$ cat config.mk
export PLATFORM = sky130hd
export DESIGN_NAME = cpu_top
export DESIGN_NICKNAME = d
export VERILOG_FILES = /design/src/hw/rv_isa_pkg.sv /design/src/hw/cpu_bus_pkg.sv /design/src/hw/cpu_top.sv /design/src/hw/exu.sv /design/src/hw/idu.sv /design/src/hw/ifu.sv /design/src/hw/gpr.sv
export SDC_FILE = /design/constraint.sdc
export NUM_CORES = 2
export LEC_CHECK = 0
export BUFFER_PORTS_ARGS = -buffer_cell sky130_fd_sc_hd__buf_2
export CAP_MARGIN = 15
export CELL_PAD_IN_SITES_DETAIL_PLACEMENT = 0
export CELL_PAD_IN_SITES_GLOBAL_PLACEMENT = 1
export CORE_ASPECT_RATIO = 1.25
export CORE_UTILIZATION = 40
export DETAILED_ROUTE_END_ITERATION = 8
export PLACE_DENSITY = 0.75
export SLEW_MARGIN = 10
export SYNTH_ARGS = -nofsm -noshare
export SYNTH_HDL_FRONTEND = slang
export SYNTH_HIERARCHICAL = 1
export SYNTH_SLANG_ARGS = --single-unit
$ cat constraint.sdc
create_clock -name clk -period 6.3 [get_ports clk]
set_input_delay 0 -clock clk [delete_from_list [all_inputs] [get_ports clk]]
set_output_delay 0 -clock clk [all_outputs]
set_load 0.03 [all_outputs]
$ cat src/hw/rv_isa_pkg.sv
// only the RV32I subset of this core is encoded here and other opcodes decode as no-ops
`default_nettype none

package rv_isa_pkg;

    typedef logic [31:0] xlen_t;
    typedef logic [4:0] reg_addr_t;

    typedef enum logic [6:0] {
        OPC_OP     = 7'b0110011,
        OPC_OP_IMM = 7'b0010011,
        OPC_LUI    = 7'b0110111,
        OPC_JAL    = 7'b1101111,
        OPC_BRANCH = 7'b1100011
    } opcode_e;

    // funct3 codes, shared by OP and OP_IMM
    localparam logic [2:0] F3_ADD_SUB = 3'b000;
    localparam logic [2:0] F3_SLT     = 3'b010;
    localparam logic [2:0] F3_XOR     = 3'b100;
    localparam logic [2:0] F3_OR      = 3'b110;
    localparam logic [2:0] F3_AND     = 3'b111;
    // branch funct3 codes
    localparam logic [2:0] F3_BEQ     = 3'b000;
    localparam logic [2:0] F3_BNE     = 3'b001;

    localparam logic [6:0] F7_SUB     = 7'b0100000;

    typedef enum logic [2:0] {
        ALU_ADD,
        ALU_SUB,
        ALU_AND,
        ALU_OR,
        ALU_XOR,
        ALU_SLT,
        ALU_PASS_B
    } alu_op_e;

    typedef struct packed {
        logic [6:0] funct7;
        reg_addr_t  rs2;
        reg_addr_t  rs1;
        logic [2:0] funct3;
        reg_addr_t  rd;
        opcode_e    opcode;
    } r_fmt_t;

    typedef struct packed {
        logic [11:0] imm_11_0;
        reg_addr_t   rs1;
        logic [2:0]  funct3;
        reg_addr_t   rd;
        opcode_e     opcode;
    } i_fmt_t;

    // immediate bits scattered around the register fields
    typedef struct packed {
        logic       imm_12;
        logic [5:0] imm_10_5;
        reg_addr_t  rs2;
        reg_addr_t  rs1;
        logic [2:0] funct3;
        logic [3:0] imm_4_1;
        logic       imm_11;
        opcode_e    opcode;
    } b_fmt_t;

    typedef struct packed {
        logic [19:0] imm_31_12;
        reg_addr_t   rd;
        opcode_e     opcode;
    } u_fmt_t;

    typedef struct packed {
        logic       imm_20;
        logic [9:0] imm_10_1;
        logic       imm_11;
        logic [7:0] imm_19_12;
        reg_addr_t  rd;
        opcode_e    opcode;
    } j_fmt_t;

    typedef union packed {
        r_fmt_t r_fmt;
        i_fmt_t i_fmt;
        b_fmt_t b_fmt;
        u_fmt_t u_fmt;
        j_fmt_t j_fmt;
    } rv_inst_u;

    // contents of the decode register
    typedef struct packed {
        logic      valid;
        xlen_t     pc;
        reg_addr_t rd;
        logic      rd_we;
        reg_addr_t rs1;
        reg_addr_t rs2;
        xlen_t     imm;
        alu_op_e   alu_op;
        logic      use_imm;
        logic      is_branch;
        logic      branch_ne;
        logic      is_jal;
    } dec_op_t;

endpackage

`default_nettype wire
$ cat src/hw/cpu_bus_pkg.sv
// AXI4-Lite read side only with 32-bit address and data and no IDs since one read is in flight
`default_nettype none

package cpu_bus_pkg;

    typedef struct packed {
        rv_isa_pkg::xlen_t addr;
        logic [2:0]        prot;
    } axil_ar_t;

    typedef struct packed {
        rv_isa_pkg::xlen_t data;
        logic [1:0]        resp;
    } axil_r_t;

    localparam logic [1:0] RESP_OKAY = 2'b00;

    // instruction access, secure, unprivileged
    localparam logic [2:0] AR_PROT_INST = 3'b100;

    typedef struct packed {
        rv_isa_pkg::xlen_t pc;
        rv_isa_pkg::xlen_t inst;
    } fetch_t;

    // one retired register write
    typedef struct packed {
        logic                  valid;
        rv_isa_pkg::xlen_t     pc;
        rv_isa_pkg::reg_addr_t rd;
        rv_isa_pkg::xlen_t     data;
    } commit_t;

endpackage

`default_nettype wire

$ cat src/hw/cpu_top.sv
// instruction fetch only over AXI4-Lite and RESET_PC must be word aligned
`timescale 1ns/1ps
`default_nettype none

module cpu_top #(
    parameter rv_isa_pkg::xlen_t RESET_PC = '0
) (
    input  wire                        clk,
    input  wire                        rst_n_i,
    output cpu_bus_pkg::axil_ar_t      ar_o,
    output logic                       arvalid_o,
    input  wire                        arready_i,
    input  wire cpu_bus_pkg::axil_r_t  r_i,
    input  wire                        rvalid_i,
    output logic                       rready_o,
    output cpu_bus_pkg::commit_t       commit_o
);

    cpu_bus_pkg::fetch_t   ifu_fetch;
    logic                  ifu_fetch_valid;
    logic                  idu_fetch_ready;
    rv_isa_pkg::reg_addr_t idu_rs1;
    rv_isa_pkg::reg_addr_t idu_rs2;
    rv_isa_pkg::dec_op_t   idu_dec;
    rv_isa_pkg::xlen_t     gpr_rdata1;
    rv_isa_pkg::xlen_t     gpr_rdata2;
    logic                  exu_redirect;
    rv_isa_pkg::xlen_t     exu_redirect_pc;
    logic                  exu_wb_we;
    rv_isa_pkg::reg_addr_t exu_wb_addr;
    rv_isa_pkg::xlen_t     exu_wb_data;

    ifu #(
        .RESET_PC(RESET_PC)
    ) u_ifu (
        .clk          (clk),
        .rst_n_i      (rst_n_i),
        .redirect_i   (exu_redirect),
        .redirect_pc_i(exu_redirect_pc),
        .ar_o         (ar_o),
        .arvalid_o    (arvalid_o),
        .arready_i    (arready_i),
        .r_i          (r_i),
        .rvalid_i     (rvalid_i),
        .rready_o     (rready_o),
        .fetch_o      (ifu_fetch),
        .fetch_valid_o(ifu_fetch_valid),
        .fetch_ready_i(idu_fetch_ready)
    );

    idu u_idu (
        .clk          (clk),
        .rst_n_i      (rst_n_i),
        .fetch_i      (ifu_fetch),
        .fetch_valid_i(ifu_fetch_valid),
        .fetch_ready_o(idu_fetch_ready),
        .redirect_i   (exu_redirect),
        .rs1_o        (idu_rs1),
        .rs2_o        (idu_rs2),
        .dec_o        (idu_dec)
    );

    // redirect goes straight back to fetch and decode
    exu u_exu (
        .dec_i        (idu_dec),
        .rs1_data_i   (gpr_rdata1),
        .rs2_data_i   (gpr_rdata2),
        .redirect_o   (exu_redirect),
        .redirect_pc_o(exu_redirect_pc),
        .wb_we_o      (exu_wb_we),
        .wb_addr_o    (exu_wb_addr),
        .wb_data_o    (exu_wb_data),
        .commit_o     (commit_o)
    );

    gpr u_gpr (
        .clk     (clk),
        .rst_n_i (rst_n_i),
        .we_i    (exu_wb_we),
        .waddr_i (exu_wb_addr),
        .wdata_i (exu_wb_data),
        .raddr1_i(idu_rs1),
        .raddr2_i(idu_rs2),
        .rdata1_o(gpr_rdata1),
        .rdata2_o(gpr_rdata2)
    );

endmodule

`default_nettype wire

$ cat src/hw/exu.sv
// single-cycle and purely combinational on the decode register with no stall path
`timescale 1ns/1ps
`default_nettype none

module exu (
    input  wire rv_isa_pkg::dec_op_t  dec_i,
    input  wire rv_isa_pkg::xlen_t    rs1_data_i,
    input  wire rv_isa_pkg::xlen_t    rs2_data_i,
    output logic                      redirect_o,
    output rv_isa_pkg::xlen_t         redirect_pc_o,
    output logic                      wb_we_o,
    output rv_isa_pkg::reg_addr_t     wb_addr_o,
    output rv_isa_pkg::xlen_t         wb_data_o,
    output cpu_bus_pkg::commit_t      commit_o
);

    rv_isa_pkg::xlen_t op_b;
    rv_isa_pkg::xlen_t alu_res;
    rv_isa_pkg::xlen_t link_pc;
    logic              rs_equal;
    logic              br_taken;

    assign op_b = dec_i.use_imm ? dec_i.imm : rs2_data_i;

    always_comb begin
        case (dec_i.alu_op)
            rv_isa_pkg::ALU_ADD:    alu_res = rs1_data_i + op_b;
            rv_isa_pkg::ALU_SUB:    alu_res = rs1_data_i - op_b;
            rv_isa_pkg::ALU_AND:    alu_res = rs1_data_i & op_b;
            rv_isa_pkg::ALU_OR:     alu_res = rs1_data_i | op_b;
            rv_isa_pkg::ALU_XOR:    alu_res = rs1_data_i ^ op_b;
            rv_isa_pkg::ALU_SLT: begin
                alu_res = {31'd0, $signed(rs1_data_i) < $signed(op_b)};
            end
            rv_isa_pkg::ALU_PASS_B: alu_res = op_b;
            default:                alu_res = '0;
        endcase
    end

    // branches always compare the two registers
    assign rs_equal = (rs1_data_i == rs2_data_i);
    assign br_taken = dec_i.is_branch && (rs_equal ^ dec_i.branch_ne);

    assign link_pc       = dec_i.pc + 32'd4;
    assign redirect_o    = dec_i.valid && (dec_i.is_jal || br_taken);
    assign redirect_pc_o = dec_i.pc + dec_i.imm;

    assign wb_we_o   = dec_i.valid && dec_i.rd_we;
    assign wb_addr_o = dec_i.rd;
    assign wb_data_o = dec_i.is_jal ? link_pc : alu_res;

    assign commit_o = '{
        valid: wb_we_o,
        pc:    dec_i.pc,
        rd:    dec_i.rd,
        data:  wb_data_o
    };

    // target alignment relies on ifu pc and the decoded immediate together
    always_comb begin
        if (redirect_o) begin
            redirect_align_a: assert final (redirect_pc_o[1:0] == 2'b00);
        end
    end

endmodule

`default_nettype wire

$ cat src/hw/idu.sv
// never stalls except on redirect so the decode register is refilled or emptied every cycle
`timescale 1ns/1ps
`default_nettype none

module idu (
    input  wire                         clk,
    input  wire                         rst_n_i,
    input  wire cpu_bus_pkg::fetch_t    fetch_i,
    input  wire                         fetch_valid_i,
    output logic                        fetch_ready_o,
    input  wire                         redirect_i,
    output rv_isa_pkg::reg_addr_t       rs1_o,
    output rv_isa_pkg::reg_addr_t       rs2_o,
    output rv_isa_pkg::dec_op_t         dec_o
);

    rv_isa_pkg::rv_inst_u inst;
    rv_isa_pkg::xlen_t    imm_i;
    rv_isa_pkg::xlen_t    imm_b;
    rv_isa_pkg::xlen_t    imm_u;
    rv_isa_pkg::xlen_t    imm_j;
    rv_isa_pkg::alu_op_e  f3_alu;
    logic                 f3_ok;
    rv_isa_pkg::dec_op_t  dec_d;
    rv_isa_pkg::dec_op_t  dec_q;
    logic                 handoff;

    assign inst = fetch_i.inst;

    assign imm_i = {{20{inst.i_fmt.imm_11_0[11]}}, inst.i_fmt.imm_11_0};
    assign imm_b = {{19{inst.b_fmt.imm_12}}, inst.b_fmt.imm_12, inst.b_fmt.imm_11,
                    inst.b_fmt.imm_10_5, inst.b_fmt.imm_4_1, 1'b0};
    assign imm_u = {inst.u_fmt.imm_31_12, 12'h000};
    assign imm_j = {{11{inst.j_fmt.imm_20}}, inst.j_fmt.imm_20, inst.j_fmt.imm_19_12,
                    inst.j_fmt.imm_11, inst.j_fmt.imm_10_1, 1'b0};

    // funct3 map common to OP and OP_IMM
    always_comb begin
        f3_ok = 1'b1;
        case (inst.r_fmt.funct3)
            rv_isa_pkg::F3_ADD_SUB: f3_alu = rv_isa_pkg::ALU_ADD;
            rv_isa_pkg::F3_SLT:     f3_alu = rv_isa_pkg::ALU_SLT;
            rv_isa_pkg::F3_XOR:     f3_alu = rv_isa_pkg::ALU_XOR;
            rv_isa_pkg::F3_OR:      f3_alu = rv_isa_pkg::ALU_OR;
            rv_isa_pkg::F3_AND:     f3_alu = rv_isa_pkg::ALU_AND;
            default: begin
                f3_alu = rv_isa_pkg::ALU_ADD;
                f3_ok  = 1'b0;
            end
        endcase
    end

    always_comb begin
        dec_d        = '0;
        dec_d.valid  = 1'b1;
        dec_d.pc     = fetch_i.pc;
        dec_d.rd     = inst.r_fmt.rd;
        dec_d.rs1    = inst.r_fmt.rs1;
        dec_d.rs2    = inst.r_fmt.rs2;
        dec_d.alu_op = rv_isa_pkg::ALU_ADD;
        case (inst.r_fmt.opcode)
            rv_isa_pkg::OPC_OP: begin
                dec_d.rd_we  = f3_ok;
                dec_d.alu_op = f3_alu;
                if (inst.r_fmt.funct3 == rv_isa_pkg::F3_ADD_SUB &&
                    inst.r_fmt.funct7 == rv_isa_pkg::F7_SUB) begin
                    dec_d.alu_op = rv_isa_pkg::ALU_SUB;
                end
            end
            rv_isa_pkg::OPC_OP_IMM: begin
                dec_d.rd_we   = f3_ok;
                dec_d.alu_op  = f3_alu;
                dec_d.use_imm = 1'b1;
                dec_d.imm     = imm_i;
            end
            rv_isa_pkg::OPC_LUI: begin
                dec_d.rd_we   = 1'b1;
                dec_d.alu_op  = rv_isa_pkg::ALU_PASS_B;
                dec_d.use_imm = 1'b1;
                dec_d.imm     = imm_u;
            end
            rv_isa_pkg::OPC_JAL: begin
                dec_d.rd_we  = 1'b1;
                dec_d.is_jal = 1'b1;
                dec_d.imm    = imm_j;
            end
            rv_isa_pkg::OPC_BRANCH: begin
                dec_d.is_branch = (inst.b_fmt.funct3 == rv_isa_pkg::F3_BEQ) ||
                                  (inst.b_fmt.funct3 == rv_isa_pkg::F3_BNE);
                dec_d.branch_ne = (inst.b_fmt.funct3 == rv_isa_pkg::F3_BNE);
                dec_d.imm       = imm_b;
            end
            default: begin
                // retires silently
                dec_d.rd_we = 1'b0;
            end
        endcase
        if (dec_d.rd == '0) begin
            dec_d.rd_we = 1'b0;
        end
    end

    assign fetch_ready_o = !redirect_i;
    assign handoff       = fetch_valid_i && fetch_ready_o;

    always_ff @(posedge clk) begin
        if (!rst_n_i) begin
            dec_q <= '0;
        end else begin
            dec_q <= handoff ? dec_d : '0;
        end
    end

    // gpr is read in execute off the decode register
    assign rs1_o = dec_q.rs1;
    assign rs2_o = dec_q.rs2;
    assign dec_o = dec_q;

endmodule

`default_nettype wire

$ cat src/hw/ifu.sv
// one read outstanding at most and RESET_PC must be word aligned
`timescale 1ns/1ps
`default_nettype none

module ifu #(
    parameter rv_isa_pkg::xlen_t RESET_PC = '0
) (
    input  wire                           clk,
    input  wire                           rst_n_i,
    input  wire                           redirect_i,
    input  wire rv_isa_pkg::xlen_t        redirect_pc_i,
    output cpu_bus_pkg::axil_ar_t         ar_o,
    output logic                          arvalid_o,
    input  wire                           arready_i,
    input  wire cpu_bus_pkg::axil_r_t     r_i,
    input  wire                           rvalid_i,
    output logic                          rready_o,
    output cpu_bus_pkg::fetch_t           fetch_o,
    output logic                          fetch_valid_o,
    input  wire                           fetch_ready_i
);

    rv_isa_pkg::xlen_t   pc_q;
    rv_isa_pkg::xlen_t   pc_d;
    rv_isa_pkg::xlen_t   araddr_q;
    logic                arvalid_q;
    logic                outstanding_q;
    logic                discard_q;
    logic                buf_valid_q;
    cpu_bus_pkg::fetch_t buf_q;
    logic                ar_hs;
    logic                r_hs;
    logic                handoff;
    logic                in_flight;
    logic                issue;

    assign ar_hs     = arvalid_q && arready_i;
    assign r_hs      = rready_o && rvalid_i;
    assign handoff   = buf_valid_q && fetch_ready_i;
    assign in_flight = arvalid_q || outstanding_q;

    // next AR only once the buffer is free or being flushed
    assign issue = !in_flight && (!buf_valid_q || handoff || redirect_i);

    // a stale read keeps pc at the redirect target
    always_comb begin
        if (redirect_i) begin
            pc_d = redirect_pc_i;
        end else if (ar_hs && !discard_q) begin
            pc_d = pc_q + 32'd4;
        end else begin
            pc_d = pc_q;
        end
    end

    always_ff @(posedge clk) begin
        if (!rst_n_i) begin
            pc_q          <= RESET_PC;
            arvalid_q     <= 1'b0;
            outstanding_q <= 1'b0;
            discard_q     <= 1'b0;
            buf_valid_q   <= 1'b0;
        end else begin
            pc_q <= pc_d;
            if (issue) begin
                arvalid_q <= 1'b1;
            end else if (ar_hs) begin
                arvalid_q <= 1'b0;
            end
            if (ar_hs) begin
                outstanding_q <= 1'b1;
            end else if (r_hs) begin
                outstanding_q <= 1'b0;
            end
            // beat returning in the redirect cycle is dropped by the flush below
            if (redirect_i && in_flight && !r_hs) begin
                discard_q <= 1'b1;
            end else if (r_hs) begin
                discard_q <= 1'b0;
            end
            if (redirect_i) begin
                buf_valid_q <= 1'b0;
            end else if (r_hs && !discard_q) begin
                buf_valid_q <= 1'b1;
            end else if (handoff) begin
                buf_valid_q <= 1'b0;
            end
        end
    end

    always_ff @(posedge clk) begin
        if (issue) begin
            araddr_q <= pc_d;
        end
        if (r_hs && !discard_q) begin
            buf_q <= '{pc: araddr_q, inst: r_i.data};
        end
    end

    assign ar_o          = '{addr: araddr_q, prot: cpu_bus_pkg::AR_PROT_INST};
    assign arvalid_o     = arvalid_q;
    assign rready_o      = outstanding_q && !buf_valid_q;
    assign fetch_o       = buf_q;
    assign fetch_valid_o = buf_valid_q;

    ar_stable_a: assert property (@(posedge clk) disable iff (!rst_n_i)
        arvalid_o && !arready_i |=> arvalid_o && $stable(ar_o));

    r_okay_a: assert property (@(posedge clk) disable iff (!rst_n_i)
        r_hs |-> r_i.resp == cpu_bus_pkg::RESP_OKAY);

    r_expected_a: assert property (@(posedge clk) disable iff (!rst_n_i)
        rvalid_i |-> outstanding_q);

endmodule

`default_nettype wire

$ cat src/hw/gpr.sv
// x0 reads as zero and ignores writes and a read in the write cycle returns the old value
`timescale 1ns/1ps
`default_nettype none

module gpr (
    input  wire                             clk,
    input  wire                             rst_n_i,
    input  wire                             we_i,
    input  wire rv_isa_pkg::reg_addr_t      waddr_i,
    input  wire rv_isa_pkg::xlen_t          wdata_i,
    input  wire rv_isa_pkg::reg_addr_t      raddr1_i,
    input  wire rv_isa_pkg::reg_addr_t      raddr2_i,
    output rv_isa_pkg::xlen_t               rdata1_o,
    output rv_isa_pkg::xlen_t               rdata2_o
);

    // no storage for x0
    rv_isa_pkg::xlen_t regs_q [1:31];

    always_ff @(posedge clk) begin
        if (!rst_n_i) begin
            for (int i = 1; i < 32; i++) begin
                regs_q[i] <= '0;
            end
        end else if (we_i && waddr_i != '0) begin
            regs_q[waddr_i] <= wdata_i;
        end
    end

    assign rdata1_o = (raddr1_i == '0) ? '0 : regs_q[raddr1_i];
    assign rdata2_o = (raddr2_i == '0) ? '0 : regs_q[raddr2_i];

endmodule

`default_nettype wire

Word-level counts from Yosys, hierarchy flattened

Memory sizes are Yosys's and may differ from the RTL's. A register that Yosys moved wholly into a read port is not among the register bits.
Cells that the tools add are included.

Register bits after elaboration: 220
Bits in writable memories: 992
Input bits: 38
Output and inout port bits: 107
Word-level logic and storage cells: 128
Memories kept: 1

Memory list:

| name         | depth | width | rd ports | clocked after memory_dff | write ports | line      | source |
|---|---|---|---|---|---|---|---|
| u_gpr.regs_q | 31    | 32    | 2        | 2                        | 31          | gpr.sv:18 | `rv_isa_pkg::xlen_t regs_q [1:31];` |

Add/subtract/negate cells: 5
$lt $le $gt $ge: 1
Equality and inequality tests: 18
Multiplexer cells: 34
Bitwise operators: 6
Reductions and logical operators: 43

Operators with widths:

| kind                                                            | number |
|---|---|
| 32-bit 2-to-1 mux                                               | 7 |
| 32-bit one-hot mux with 7 select lines                          | 1 |
| 32-bit one-hot mux with 4 select lines                          | 1 |
| 88-bit 2-to-1 mux                                               | 1 |
| 32-bit by 3-bit adder with 32-bit output, second input constant | 2 |
| 32-bit adder                                                    | 2 |
| 32-bit bitwise AND                                              | 1 |
| 32-bit == test                                                  | 1 |
| 32-bit less-than comparator                                     | 1 |
| 32-bit bitwise OR                                               | 1 |
| 32-bit OR reduction                                             | 1 |
| 32-bit subtractor                                               | 1 |
| 32-bit XOR                                                      | 1 |
| 7-bit by 6-bit == test with 1-bit output, second input constant | 3 |
| 3-bit == test, second input constant                            | 6 |
| 1-bit 2-to-1 mux                                                | 16 |
| 5-bit zero test                                                 | 3 |
| 5-bit 2-to-1 mux                                                | 3 |
| 7-bit == test, second input constant                            | 2 |
| 1-bit logical AND                                               | 14 |
| 3-bit one-hot mux with 4 select lines                           | 1 |
| 3-bit by 2-bit == test with 1-bit output, second input constant | 3 |
| 3-bit one-hot mux with 3 select lines                           | 1 |
| 2-bit nonzero test                                              | 4 |
| 16 further kinds                                                | 30 |

Depth between registers and ports, before layout

Depth after elaboration: 13
Mapped depth: 26
Mapped depth without buffers: 18

By module

Netlist, hierarchy kept.

By module, submodules not included:

| module | instances | cells an instance | area each (µm²) | sequential area each (µm²) |
|---|---|---|---|---|
| gpr    | 1         | 3505              | 54214.5         | 30749.5 |
| exu    | 1         | 1379              | 9439.1          | 0.0 |
| ifu    | 1         | 390               | 5146.2          | 3603.5 |
| idu    | 1         | 264               | 2897.8          | 1761.7 |

Worst setup path before layout

No wires, ideal clock.

Kind: register to register
From: reg u_idu.dec_q (netlist bit u_idu/rs1_o[0])
To: reg u_ifu.araddr_q[0] (enable)
Setup time: 0.463 ns
Data arrival time: 6.037 ns
Setup slack: -0.200 ns
Stages on the path, launching flop included: 20
Period minus slack after synthesis: 6.500 ns
Path through: dfxtp_1 -> buf_4 -> buf_2 -> buf_2 -> buf_2 -> buf_2 -> nand2_1 -> a32o_1 -> nor4_1 -> xnor2_1 -> nand4_1 -> nor4_1 -> nand2_1 -> xnor2_1 -> a21oi_1 -> nor2b_1 -> clkbuf_1 -> buf_1 -> nor2_1 -> nor3_1

Word-level cells in the longest chain between the ends: 12

Ends and longest elaborated chain:

| item                   | line          | source |
|---|---|---|
| start, declared        | idu.sv:25     | `rv_isa_pkg::dec_op_t dec_q;` |
| start signal, assigned | idu.sv:110    | `dec_q <= handoff ? dec_d : '0;` |
| 5-bit zero test (*)    | gpr.sv:30     | `assign rdata1_o = (raddr1_i == '0) ? '0 : regs_q[raddr1_i];` |
| 32-bit 2-to-1 mux (*)  | gpr.sv:30     |  |
| net gpr_rdata1[13]     | cpu_top.sv:25 | `rv_isa_pkg::xlen_t gpr_rdata1;` |
| 32-bit == test (*)     | exu.sv:41     | `assign rs_equal = (rs1_data_i == rs2_data_i);` |
| 1-bit XOR (*)          | exu.sv:42     | `assign br_taken = dec_i.is_branch && (rs_equal ^ dec_i.branch_ne);` |
| 1-bit logical AND (*)  | exu.sv:42     |  |
| 1-bit logical OR (*)   | exu.sv:45     | `assign redirect_o = dec_i.valid && (dec_i.is_jal \|\| br_taken);` |
| 1-bit logical AND (*)  | exu.sv:45     |  |
| net exu_redirect       | cpu_top.sv:27 | `logic exu_redirect;` |
| 1-bit zero test        | idu.sv:103    | `assign fetch_ready_o = !redirect_i;` |
| 1-bit logical AND      | ifu.sv:39     | `assign handoff = buf_valid_q && fetch_ready_i;` |
| 1-bit logical OR       | ifu.sv:43     | `assign issue = !in_flight && (!buf_valid_q \|\| handoff \|\| redirect_i);` |
| 1-bit logical OR (*)   | ifu.sv:43     |  |
| 1-bit logical AND (*)  | ifu.sv:43     |  |
| net u_ifu.issue        | ifu.sv:35     | `logic issue;` |
| end signal, assigned   | ifu.sv:93     | `araddr_q <= pc_d;` |
| end, declared          | ifu.sv:25     | `rv_isa_pkg::xlen_t araddr_q;` |

Mark *: on every way through the listed nets, which the timed path passes. The rest lies on a longest branch.
A chain may end at the register's enable or synchronous reset.

==> flow_results.org <==
** GRT
- For this run, global-route usage on met3 was measured as 0.0481.
- The layer flagged by global routing as most heavily used is met2.
- Global routing usage on met2 :: 0.489
- Largest net degree at the start of global routing :: 64
- The number of antenna violations at the first check in global routing came to 14.
- Wire length of the first global-routing pass :: between 300,000 and 400,000 um
- The number of global-route vias before repair is around 52,000.
- Grt total ovfl :: 0
- Global routing met1 resource utilization :: 0.333
- For this run, the total global-route usage over all layers was measured as 0.286.

** Synth
- Gate count of the mapped netlist :: 5,538
- Post-synth cell types :: ~110
- Counting flops with an async set or reset pin after synthesis yields a share of 0.
- edfxtp_1 is the most common cell in the netlist.
- Counting flops with a built-in enable in the synthesized netlist gives about 1,100.
- Sorting the synthesized cells by how often they occur yields edfxtp_1 (1,120), and2_1 (1,061), mux4_2 (473).
- The share of synthesized area in the top cell type comes to 0.469.
- Post-synth top flop :: edfxtp_1
- Cell taking the most area after synthesis :: edfxtp_1
- The mapped netlist covers approximately 0.07 mm2.
- Register bit total from synthesis :: 1,244
- Avg Cell Area, Syn :: 12.9 um2
- During synthesis, Yosys emitted a total of 6 warnings.
- Register area share after synthesis :: 0.504
- Ranked by total cell area, the synthesized netlist is headed by edfxtp_1 (47%), mux4_2 (15%), and2_1 (9.3%), dfxtp_1 (3.5%), ha_1 (2.7%).

** Critical path
- At the worst endpoint, the arrival time is about 6.3 ns.
- In this design, the largest share of critical-path delay is due to simple AND/OR/NAND/NOR gates.
- In this design, the critical path's most frequently occurring cell is buf_4.
- The critical path in this run is classified as reg2out.
- For this run, the slowest stage of the critical path takes ~0.9 ns.
- Element type at the critical path start :: flip-flop
- Crit-path cells :: buf_12, or3b_2, buf_4, o22ai_1, a2111oi_1, buf_4, nor3_1, mux2_2, inv_1, ha_1, nand2_1, nor2_1, nand2_1, nor4_1, o21ai_1, buf_4, a31oi_2, o21ai_1, nor2_1, o21ai_2, a21oi_4, buf_4, buf_2
- Kind of end point of the critical path :: output pin
- Along the worst path, the maximum fanout reaches 15.
- At the worst endpoint, the required time is 6.30 ns.
- The slowest stage of the critical path is the nor3_1 cell.
- Together, buffers and inverters on the worst path number 7.

** Clock tree
- Clock network latency to the later pin of the worst-skew pair :: about 0.81 ns
- TritonCTS clock tree :: yes
- No sink is reached through more buffers than the 3 on the longest clock path.
- The H-tree was split into 3 levels.
- The number of clock buffers added by TritonCTS is 119.
- Clock net sink count :: between 1,000 and 1,500
- After clock tree synthesis, the clock-pin slew on the worst setup and hold paths is about 0.07 ns.
- Clock tree root driver cell :: clkbuf_16

** Route
- The first detailed-routing pass ran for 7 iterations.
- Number of design-rule violations left by the first detailed-router iteration :: just over 6,000
- Using the TritonRoute via totals, the vias-per-cell ratio works out to between 6 and 7.
- DRC violation count after routing :: 0
- In this run the remaining antenna-violating nets after routing total 0.
- The routed layout has approximately 52,000 vias.
- The routed design has around 260,000 um of wire.
- Routed WL per cell :: approximately 32 um

** Placement
- At the end of routability-driven placement, the weighted congestion stood at a little under 1.
- Detailed placement finished with a half-perimeter wire length of roughly 170,000 um.
- During placement, the flow inserted port buffers numbering 139.
- Once placement completed, the tool counted placed cells totaling 7,929.
- At the placement stage, the worst setup path has a slack of -0.409 ns.

** Timing
- Setup repair after global routing could not meet its margin everywhere.
- Clock skew on the completed layout was measured at about 0.063 ns.
- For this run, the top clock speed supported by timing is roughly 160 MHz.
- Min Clock Period, post-route :: 6.33 ns
- Period utilisation layout :: 1.01
- Across all setup checks in the final design, the least slack found is -0.0316 ns.
- Worst slew margin :: 0.204
- Worst-margin pin slew :: around 1.2 ns
- Fin. max-slew vios :: 0
- Count of final hold-check violations :: 0
- After routing, the total negative slack on setup checks comes to -0.0605 ns.
- Setup violation total in the final timing report :: 2

** Run
- Count of maximum capacitance violations :: 0

** Floorplanning
- Initial Util :: 0.403
- In this run the vertical extent of the chip is ~480 um.
- The initialized floorplan defines between 150 and 200 standard-cell rows.
- The floorplan step defined a die boundary enclosing around 0.18 mm2.
- CORE AREA :: around 0.18 mm2
- The floorplan step set the die width to ~380 um.
- about 150 I/O pins were placed.

** Power
- P per Cell Area :: 218 mW/mm2
- Leakage power total :: 0.0296 uW
- IR analysis of the VDD net gives a maximum drop of 233 uV.

** Final layout
- Area occupied by multi-input gates :: about 0.034 mm2
- Fill cells in the final layout number ~15,000.
- From synthesis to final layout, the design area changed by 17.2%.
- Share of cells above drive strength 1 :: 0.277
- After the last flow step, the layout net total stands at between 6,000 and 7,000.
- FF+latch area :: between 0.03 and 0.04 mm2
- Post-route non-filler standard cell count :: a little over 8,000

** Run status
- Failing checks :: negative setup slack
- Outcome :: finished with violations

** Worst hold path
- The min-delay analysis places its worst path in the category in2reg.
[report_power, final]
part / internal [uW] / switching [uW] / leakage [uW] / total [uW]
Sequential: 9260 / 169 / 0.0125 / 9430
Combinational: 578 / 891 / 0.0151 / 1470
Clock: 4140 / 3310 / 0.00193 / 7450
[path summary, 6_finish.rpt]
| path | start | endpoint | slack [ns] | depth (start not counted) |
|---|---|---|---|---|
| max | u_idu/rs2_o[3] | commit_o[30] | -0.03 | 23 |
| min | arready_i | u_ifu/arvalid_o | 0.14 | 4 |
| max reg2reg | u_idu/rs2_o[0] | u_idu/dec_o[7] | 0.12 | 19 |
| min reg2reg | u_ifu/fetch_o[35] | u_idu/dec_o[58] | 0.44 | 1 |
[cell families after synthesis]
family / after synthesis / synth area share
multiplexers: 698 / 0.181
AO/OA/AOI/OAI: 866 / 0.0838
flip-flops: 1244 / 0.504
buffers and inverters: 689 / 0.0469
AND/OR/NAND/NOR: 1761 / 0.142
other: 3 / 0.000157
XOR/XNOR: 117 / 0.0143
adder cells (fa/ha/maj): 160 / 0.0282
[worst min-delay path, cell delays in order]
cell and delay [ns]:
dlygate4sd3_1 0.53, buf_2 0.15, nor2b_1 0.05, o21a_1 0.15
[sequential cells by signal, indices dropped and copies added, names as in the netlist]
register             count
u_ifu/discard_q          1
u_gpr/regs_q          1024
u_idu/dec_o             78
u_idu/rs1_o              5
u_idu/rs2_o              5
u_ifu/fetch_o           64
u_ifu/fetch_valid_o      1
u_ifu/pc_q              32
u_ifu/araddr_q          32
u_ifu/outstanding_q      1
u_ifu/arvalid_o          1
[metrics by stage]
step / hold slack (ns) / total power [uW] / util / instance area (um2)
6_report: 0.136 / 18300 / 0.472 / 84000
4_1_cts: 0.0633 / 18300 / 0.467 / 83200
3_3_place_gp: 0.177 / 10900 / 0.434 / 77300
3_5_place_dp: 0.178 / 10900 / 0.434 / 77300
2_1_floorplan: 0.0989 / 10300 / - / 71800
5_1_grt: 0.141 / 18800 / 0.472 / 84000
[cell type report]
class,instances,share of cell area
Sequential cell,1244,0.430
Multi-Input combinational cell,3637,0.406
Timing Repair Buffer,705,0.0762
Clock buffer,133,0.0362
Tap cell,2362,0.0352
Clock inverter,88,0.0111
Inverter,124,0.00554
Antenna cell,3,0.0000893
[metal layers]
| metal | vias up | share of wire |
|---|---|---|
| met4 | 6 | 0.071 |
| met1 | 26300 | 0.35 |
| met5 | - | 0.00019 |
| li1 | 21500 | - |
| met3 | 858 | 0.092 |
| met2 | 3235 | 0.49 |
[repair_timing]
item / 4_1_cts / 5_1_grt
resized for setup: 127 / 118
cloned: 8 / 1
endpoints found under the setup margin: 395 / 36
pin swaps: 19 / 28
hold buffers: 69 / 0
setup buffers: 41 / 23
endpoints found under the hold margin: 70 / 0
[cells in the final DEF (no fill, tap or decap), types with 30 or more instances in the layout]
cell,count
nor3_2,35
and2_1,1059
nand2_1,147
edfxtp_1,1120
a22oi_1,30
inv_1,118
nor2_2,36
ha_1,148
conb_1,35
a22o_1,53
dlygate4sd3_1,69
nor3_1,58
mux2_2,34
dfxtp_1,112
buf_4,406
a211oi_1,33
o22ai_1,125
xnor2_1,89
a21o_1,30
nand3_1,52
nand4_1,42
mux4_2,473
clkinv_1,35
clkbuf_16,120
buf_2,133
o21ai_0,81
nor2_1,136
buf_12,72
mux2i_1,178
a21oi_1,161
o21ai_4,34
(Power assumes the default switching activity.)
